--- src/common/rtc_pkg.sv ---
package rtc_pkg;

    // one binary coded time or calendar field
    typedef logic [7:0] field_t;

    // address on the register write port
    typedef logic [3:0] reg_addr_t;

    // register map, addresses 6 to 15 are unused
    localparam reg_addr_t ADDR_SEC   = 4'd0;
    localparam reg_addr_t ADDR_MIN   = 4'd1;
    localparam reg_addr_t ADDR_HOUR  = 4'd2;
    localparam reg_addr_t ADDR_DAY   = 4'd3;
    localparam reg_addr_t ADDR_MONTH = 4'd4;
    localparam reg_addr_t ADDR_YEAR  = 4'd5;

    // last value before each time field wraps to zero
    localparam field_t SEC_LAST  = 8'd59;
    localparam field_t MIN_LAST  = 8'd59;
    localparam field_t HOUR_LAST = 8'd23;

    // month numbers
    localparam field_t MONTH_JAN = 8'd1;
    localparam field_t MONTH_FEB = 8'd2;
    localparam field_t MONTH_MAR = 8'd3;
    localparam field_t MONTH_APR = 8'd4;
    localparam field_t MONTH_MAY = 8'd5;
    localparam field_t MONTH_JUN = 8'd6;
    localparam field_t MONTH_JUL = 8'd7;
    localparam field_t MONTH_AUG = 8'd8;
    localparam field_t MONTH_SEP = 8'd9;
    localparam field_t MONTH_OCT = 8'd10;
    localparam field_t MONTH_NOV = 8'd11;
    localparam field_t MONTH_DEC = 8'd12;

    // days are counted from one
    localparam field_t DAY_FIRST = 8'd1;

    // calendar after reset is 1 jan 2023, year kept as offset from 2000
    localparam field_t RESET_DAY   = 8'd1;
    localparam field_t RESET_MONTH = 8'd1;
    localparam field_t RESET_YEAR  = 8'd23;

endpackage

--- src/source/calendar_counter.sv ---
`timescale 1ns/1ps

module calendar_counter (
    input  logic               clk,
    input  logic               reset,
    input  logic               day_carry,
    input  logic               write_en,
    input  rtc_pkg::reg_addr_t write_addr,
    input  rtc_pkg::field_t    write_data,
    output rtc_pkg::field_t    day,
    output rtc_pkg::field_t    month,
    output rtc_pkg::field_t    year
);

    // month lengths in days
    localparam rtc_pkg::field_t LEN_LONG  = 8'd31;
    localparam rtc_pkg::field_t LEN_SHORT = 8'd30;
    localparam rtc_pkg::field_t LEN_FEB   = 8'd28;
    localparam rtc_pkg::field_t LEN_LEAP  = 8'd29;

    localparam logic [15:0] YEAR_BASE = 16'd2000;

    logic [15:0] year_full;
    logic        is_leap;

    rtc_pkg::field_t month_len;
    logic            month_valid;

    // rollover conditions from the values before this edge
    logic month_end;
    logic year_end;

    logic wr_day;
    logic wr_month;
    logic wr_year;

    rtc_pkg::field_t day_next;
    rtc_pkg::field_t month_next;
    rtc_pkg::field_t year_next;

    assign wr_day   = write_en && (write_addr == rtc_pkg::ADDR_DAY);
    assign wr_month = write_en && (write_addr == rtc_pkg::ADDR_MONTH);
    assign wr_year  = write_en && (write_addr == rtc_pkg::ADDR_YEAR);

    // leap if divisible by 4, but centuries only when divisible by 400
    assign year_full = YEAR_BASE + {8'd0, year};
    assign is_leap   = ((year_full % 16'd4) == 16'd0)
                    && (((year_full % 16'd100) != 16'd0)
                        || ((year_full % 16'd400) == 16'd0));

    always_comb begin
        month_valid = 1'b1;
        case (month)
            rtc_pkg::MONTH_JAN: month_len = LEN_LONG;
            rtc_pkg::MONTH_FEB: month_len = is_leap ? LEN_LEAP : LEN_FEB;
            rtc_pkg::MONTH_MAR: month_len = LEN_LONG;
            rtc_pkg::MONTH_APR: month_len = LEN_SHORT;
            rtc_pkg::MONTH_MAY: month_len = LEN_LONG;
            rtc_pkg::MONTH_JUN: month_len = LEN_SHORT;
            rtc_pkg::MONTH_JUL: month_len = LEN_LONG;
            rtc_pkg::MONTH_AUG: month_len = LEN_LONG;
            rtc_pkg::MONTH_SEP: month_len = LEN_SHORT;
            rtc_pkg::MONTH_OCT: month_len = LEN_LONG;
            rtc_pkg::MONTH_NOV: month_len = LEN_SHORT;
            rtc_pkg::MONTH_DEC: month_len = LEN_LONG;
            default: begin
                // bad month number, calendar holds until it is rewritten
                month_len   = '0;
                month_valid = 1'b0;
            end
        endcase
    end

    // a day written past the month end rolls over on the next carry
    assign month_end = day_carry && month_valid && (day >= month_len);
    assign year_end  = month_end && (month >= rtc_pkg::MONTH_DEC);

    always_comb begin
        day_next   = day;
        month_next = month;
        year_next  = year;

        if (day_carry && month_valid) begin
            day_next = month_end ? rtc_pkg::DAY_FIRST : day + 8'd1;
        end
        if (month_end) begin
            month_next = year_end ? rtc_pkg::MONTH_JAN : month + 8'd1;
        end
        // year offset wraps 255 to 0
        if (year_end) begin
            year_next = year + 8'd1;
        end

        if (wr_day) begin
            day_next = write_data;
        end
        if (wr_month) begin
            month_next = write_data;
        end
        if (wr_year) begin
            year_next = write_data;
        end
    end

    always_ff @(posedge clk) begin
        if (reset) begin
            day   <= rtc_pkg::RESET_DAY;
            month <= rtc_pkg::RESET_MONTH;
            year  <= rtc_pkg::RESET_YEAR;
        end else begin
            day   <= day_next;
            month <= month_next;
            year  <= year_next;
        end
    end

endmodule

--- src/source/rtc_top.sv ---
`timescale 1ns/1ps

module rtc_top #(
    parameter int unsigned TICK_DIVIDE = 100_000_000
) (
    input  logic               clk,
    input  logic               reset,

    // register write strobe, always accepted
    input  logic               write_en,
    input  rtc_pkg::reg_addr_t write_addr,
    input  rtc_pkg::field_t    write_data,

    // time of day, 24 hour format
    output rtc_pkg::field_t    sec,
    output rtc_pkg::field_t    min,
    output rtc_pkg::field_t    hour,

    // calendar, year as offset from 2000
    output rtc_pkg::field_t    day,
    output rtc_pkg::field_t    month,
    output rtc_pkg::field_t    year
);

    // one cycle pulse when the hours wrap past midnight
    logic day_carry;

    time_of_day_counter #(
        .TICK_DIVIDE (TICK_DIVIDE)
    ) time_of_day_i (
        .clk        (clk),
        .reset      (reset),
        .write_en   (write_en),
        .write_addr (write_addr),
        .write_data (write_data),
        .sec        (sec),
        .min        (min),
        .hour       (hour),
        .day_carry  (day_carry)
    );

    // both counters see every write and decode their own addresses
    calendar_counter calendar_i (
        .clk        (clk),
        .reset      (reset),
        .day_carry  (day_carry),
        .write_en   (write_en),
        .write_addr (write_addr),
        .write_data (write_data),
        .day        (day),
        .month      (month),
        .year       (year)
    );

endmodule

--- src/source/time_of_day_counter.sv ---
`timescale 1ns/1ps

module time_of_day_counter #(
    parameter int unsigned TICK_DIVIDE = 100_000_000
) (
    input  logic               clk,
    input  logic               reset,
    input  logic               write_en,
    input  rtc_pkg::reg_addr_t write_addr,
    input  rtc_pkg::field_t    write_data,
    output rtc_pkg::field_t    sec,
    output rtc_pkg::field_t    min,
    output rtc_pkg::field_t    hour,
    output logic               day_carry
);

    // divider just wide enough to hold TICK_DIVIDE-1
    localparam int unsigned DIV_W = (TICK_DIVIDE > 1) ? $clog2(TICK_DIVIDE) : 1;
    localparam logic [DIV_W-1:0] DIV_LAST = DIV_W'(TICK_DIVIDE - 1);

    logic [DIV_W-1:0] div_count;
    logic [DIV_W-1:0] div_next;
    logic             tick;

    // carry chain, all taken from the values before this edge
    logic sec_wrap;
    logic min_wrap;
    logic hour_wrap;

    // write decode for the three time fields
    logic wr_sec;
    logic wr_min;
    logic wr_hour;

    rtc_pkg::field_t sec_next;
    rtc_pkg::field_t min_next;
    rtc_pkg::field_t hour_next;

    assign wr_sec  = write_en && (write_addr == rtc_pkg::ADDR_SEC);
    assign wr_min  = write_en && (write_addr == rtc_pkg::ADDR_MIN);
    assign wr_hour = write_en && (write_addr == rtc_pkg::ADDR_HOUR);

    // one second has passed when the divider sits on its last count
    assign tick = (div_count == DIV_LAST);

    // a field above its last value also wraps, so compare with >=
    assign sec_wrap  = tick && (sec >= rtc_pkg::SEC_LAST);
    assign min_wrap  = sec_wrap && (min >= rtc_pkg::MIN_LAST);
    assign hour_wrap = min_wrap && (hour >= rtc_pkg::HOUR_LAST);

    // day carry goes to the calendar in the same cycle
    assign day_carry = hour_wrap;

    // seconds write restarts the second so the next tick is a full period away
    always_comb begin
        if (tick || wr_sec) begin
            div_next = '0;
        end else begin
            div_next = div_count + 1'b1;
        end
    end

    always_comb begin
        sec_next  = sec;
        min_next  = min;
        hour_next = hour;

        if (tick) begin
            sec_next = sec_wrap ? 8'd0 : sec + 8'd1;
        end
        if (sec_wrap) begin
            min_next = min_wrap ? 8'd0 : min + 8'd1;
        end
        if (min_wrap) begin
            hour_next = hour_wrap ? 8'd0 : hour + 8'd1;
        end

        // the written field wins over its own count
        if (wr_sec) begin
            sec_next = write_data;
        end
        if (wr_min) begin
            min_next = write_data;
        end
        if (wr_hour) begin
            hour_next = write_data;
        end
    end

    always_ff @(posedge clk) begin
        if (reset) begin
            div_count <= '0;
        end else begin
            div_count <= div_next;
        end
    end

    always_ff @(posedge clk) begin
        if (reset) begin
            sec  <= '0;
            min  <= '0;
            hour <= '0;
        end else begin
            sec  <= sec_next;
            min  <= min_next;
            hour <= hour_next;
        end
    end

endmodule

--- config.mk ---
export PLATFORM = sky130hd
export DESIGN_NAME = rtc_top
export DESIGN_NICKNAME = d
export VERILOG_FILES = /design/src/common/rtc_pkg.sv /design/src/source/calendar_counter.sv /design/src/source/rtc_top.sv /design/src/source/time_of_day_counter.sv
export SDC_FILE = /design/constraint.sdc
export NUM_CORES = 1
export LEC_CHECK = 0
export BUFFER_PORTS_ARGS = -buffer_cell sky130_fd_sc_hd__clkbuf_2
export CORE_MARGIN = 5
export CORE_UTILIZATION = 60
export CTS_BUF_LIST = sky130_fd_sc_hd__clkbuf_2 sky130_fd_sc_hd__clkbuf_4 sky130_fd_sc_hd__clkbuf_8
export DETAILED_ROUTE_END_ITERATION = 8
export PLACE_DENSITY = 0.82
export SLEW_MARGIN = 20
export SYNTH_ARGS = -nofsm -noshare
export SYNTH_HDL_FRONTEND = slang
export SYNTH_SLANG_ARGS = --single-unit
--- constraint.sdc ---
create_clock -name clk -period 6 [get_ports clk]
set_input_delay 1.2 -clock clk [delete_from_list [all_inputs] [get_ports clk]]
set_output_delay 1.2 -clock clk [all_outputs]
set_load 0.02 [all_outputs]
==> flow_metrics.tcl <==
set metrics [dict create \
    status "finished, final reports clean" \
    power_leakage_nw 2.09 \
    die_h_um 98.4 \
    dieArea_sq_um 9680 \
    coreArea_sq_um 7650 \
    synth_nets 648 \
    postRouteAntennaNets 0 \
    start_util_pct 61.3 \
    io_buffers 62 \
    synth_most_common_cell "nor2_1" \
    yosys-top-cells-count "nor2_1 (94), dfxtp_1 (75), nand2_1 (54)" \
    fmax_ghz 0.180 \
    crit_path_end "calendar_i.year[4]" \
    ios 63 \
    final.min_clock_period_ns 5.57 \
    grt.total_usage_pct 25.6 \
    cts_tree "yes" \
    setup_ws_ns 0.431 \
    yosys_register_bits 75 \
    areaGrowthSynthToFinish_pct 10.9 \
    cts_buffers 9 \
    drive_gt1_share_pct 15.5 \
    tns_ns 0 \
    dpl_cell_area_sq_um 5000 \
    vias_per_cell 6.21 \
    fin_cells 765 \
    r2r_cells 22 \
    dp_hpwl_mm 9.10 \
    die_w_um 98.4 \
    grt_pass1_wl_mm 20.8 \
    clock_tree.buffer_depth 2 \
    cp_slowest_cell "or4_1" \
    maxSlewHeadroom_pct 33.0 \
    crit_arrival_ns 5.81 \
    syn_area_sq_um 4690 \
    fin_area_sq_um 5190 \
    final_max_slew_viol_count 0 \
    antenna_found_initial 0 \
    htree_levels 3 \
    hp-class "flip-flop to flip-flop" \
    cap_violations 0 \
    critPathLaunch "calendar_i.year[5]" \
    fin_skew_ns 0.0158 \
    first_global_vias 4357 \
    path_depth 22 \
    fin_crit_sh_pct 92.8 \
    gp_congestion 0.940 \
    seq_area_frac_synth_pct 32.0 \
    max_stage_delay_ns 0.53 \
    route.detailed.drc 0 \
    firstDrtPassIters 5 \
    clock_latency_ns 0.37 \
    synth_enable_flop_cells 0 \
    clockRootBuffer "clkbuf_8" \
    critPathKind "flip-flop to flip-flop" \
    clkTransAtPathRegs_ns 0.10 \
    peakVddDrop_uv 174 \
    cp_max_fo 14 \
    async_flop_share_pct 0 \
    postSynthAreaPerCell_sq_um 7.62 \
    yosysWarnings 0 \
    end_kind "flip-flop" \
    hold_violations 0 \
    ys_types 65 \
    ys.flop_type "dfxtp_1" \
    yosys-top-cells-area "dfxtp_1 (32%), nor2_1 (7.5%), ha_1 (4.8%), a21oi_1 (4.5%), nand2_1 (4.3%)" \
    cts.sink_count 75 \
    critPathBufInv 0 \
    syn_inst 615 \
    critPathTopFamily "compound AO/OA/AOI/OAI gates" \
    drt_iter0_drc 333 \
    r2r_end "calendar_i.year[4]" \
    gr-total-overflow 0 \
    rsz0062_at_grt "no" \
    diodes 0 \
    required_ns 6.25 \
    setup_viol 0 \
    final_nets 691 \
    ctsHoldBuffers 0 \
    path_cells "a21oi_1 > ha_1 > nand2b_1 > and3_1 > a2111o_1 > a21o_1 > a2111oi_2 > nor3_1 > or4_1 > o22ai_1 > a311oi_1 > ha_1 > nand2b_1 > a21o_1 > a21o_1 > a21oi_1 > o21ai_2 > and3_1 > nand4_1 > xnor2_1 > a21oi_1 > or2_2" \
    placed_cells 749 \
    powerDensity_nw_per_um2 207 \
    row_count 32 \
    rrSetupSlack_ns 0.43 \
    grt_max_degree 50 \
    r2r-start "calendar_i.year[5]" \
    final_util_pct 67.9 \
    tightest_slew_ns 1.01 \
    routed_wl_mm 12.5 \
    synth_area_leader_cell "dfxtp_1" \
    place_ws_ns 0.140 \
    cp-start-kind "flip-flop" \
    via_count 4747 \
    netlist.area_leader.share_pct 32.0 \
    postCtsSetupBuffers 0 \
    wl_per_cell_um 16.4 \
]
cell type report:
| type | count | area, sq um |
|---|---|---|
| Clock inverter | 7 | 65.1 |
| Sequential cell | 75 | 1510 |
| Clock buffer | 9 | 124 |
| Multi-Input combinational cell | 489 | 2980 |
| Fill cell | 657 | 2450 |
| Timing Repair Buffer | 64 | 325 |
| Tap cell | 102 | 128 |
| Inverter | 19 | 71.3 |
timing repair:
item / 4_1_cts / 5_1_grt
gates resized for setup: 0 / 6
endpoints found under the setup margin: 0 / 8
endpoints found under the hold margin: 0 / 0
stage by stage:
step	power, mW	hold slack [ns]
after floorplan	0.652	0.430
after global placement	0.692	0.442
after detailed placement	0.697	0.457
after CTS	1.08	0.480
after global routing	1.12	0.508
final	1.07	0.474
per-layer routing:
layer / track usage, % / share of wire (%) / up-vias
li1: - / - / 2304
met1: 34.9 / 44 / 2231
met2: 39.6 / 47 / 194
met3: 6.21 / 7.4 / 18
met4: 8.93 / 1.3 / 0
met5: 0 / 0 / -
logic make-up (layout without fill, tap and decap cells):
family | after synthesis | count (layout) | synth area share, %
AND/OR/NAND/NOR | 285 | 285 | 30.0
AO/OA/AOI/OAI | 143 | 143 | 20.3
flip-flops | 75 | 75 | 32.0
buffers and inverters | 51 | 99 | 4.54
XOR/XNOR | 35 | 35 | 6.54
adder cells (fa/ha/maj) | 18 | 18 | 4.81
multiplexers | 8 | 8 | 1.74
registers in the layout, summed over array words and instances, names as in the netlist:
register / count
time_of_day_i.min: 8
time_of_day_i.sec: 8
time_of_day_i.hour: 8
calendar_i.month: 8
calendar_i.day: 8
time_of_day_i.div_count: 27
calendar_i.year: 8
placed cells by master (no fill, tap or decap), types with 3 or more instances in the layout:
master / n
clkbuf_8: 9
nor3_1: 20
and2_1: 3
mux2i_1: 7
ha_1: 18
a311oi_1: 11
nor2_1: 94
or2_2: 8
nand4_1: 5
and4_1: 4
o31ai_1: 4
nand3_1: 40
nor2b_1: 3
a21o_1: 7
o311ai_0: 4
a211oi_1: 8
o211ai_1: 8
inv_1: 18
and3_1: 10
or4_1: 4
or3_1: 11
nand2_1: 54
clkbuf_2: 62
a21oi_1: 42
a31oi_1: 3
nor4b_1: 5
inv_8: 3
a2bb2oi_1: 3
nor4_1: 5
nand2b_1: 7
inv_6: 3
o21ai_0: 29
xor2_1: 19
xnor2_1: 16
dfxtp_2: 3
dfxtp_1: 72
how the worst min path moves through the flow:
stage                                     start                           to  slack [ns]  cells after the start
global placement     time_of_day_i.div_count[0]   time_of_day_i.div_count[0]        0.44                      1
floorplan            time_of_day_i.div_count[0]   time_of_day_i.div_count[0]        0.43                      1
CTS                  time_of_day_i.div_count[0]   time_of_day_i.div_count[0]        0.48                      1
finish               time_of_day_i.div_count[0]   time_of_day_i.div_count[0]        0.47                      1
detailed placement   time_of_day_i.div_count[0]   time_of_day_i.div_count[0]        0.46                      1
global route        time_of_day_i.div_count[16]  time_of_day_i.div_count[16]        0.51                      2
power by group:
| group | switching [mW] | internal [mW] | leakage, nW |
|---|---|---|---|
| Combinational | 0.104 | 0.0607 | 1.38 |
| Sequential | 0.0166 | 0.509 | 0.607 |
| Clock | 0.222 | 0.162 | 0.100 |
| Total | 0.342 | 0.732 | 2.09 |
Power figures use the tool's default switching activity.
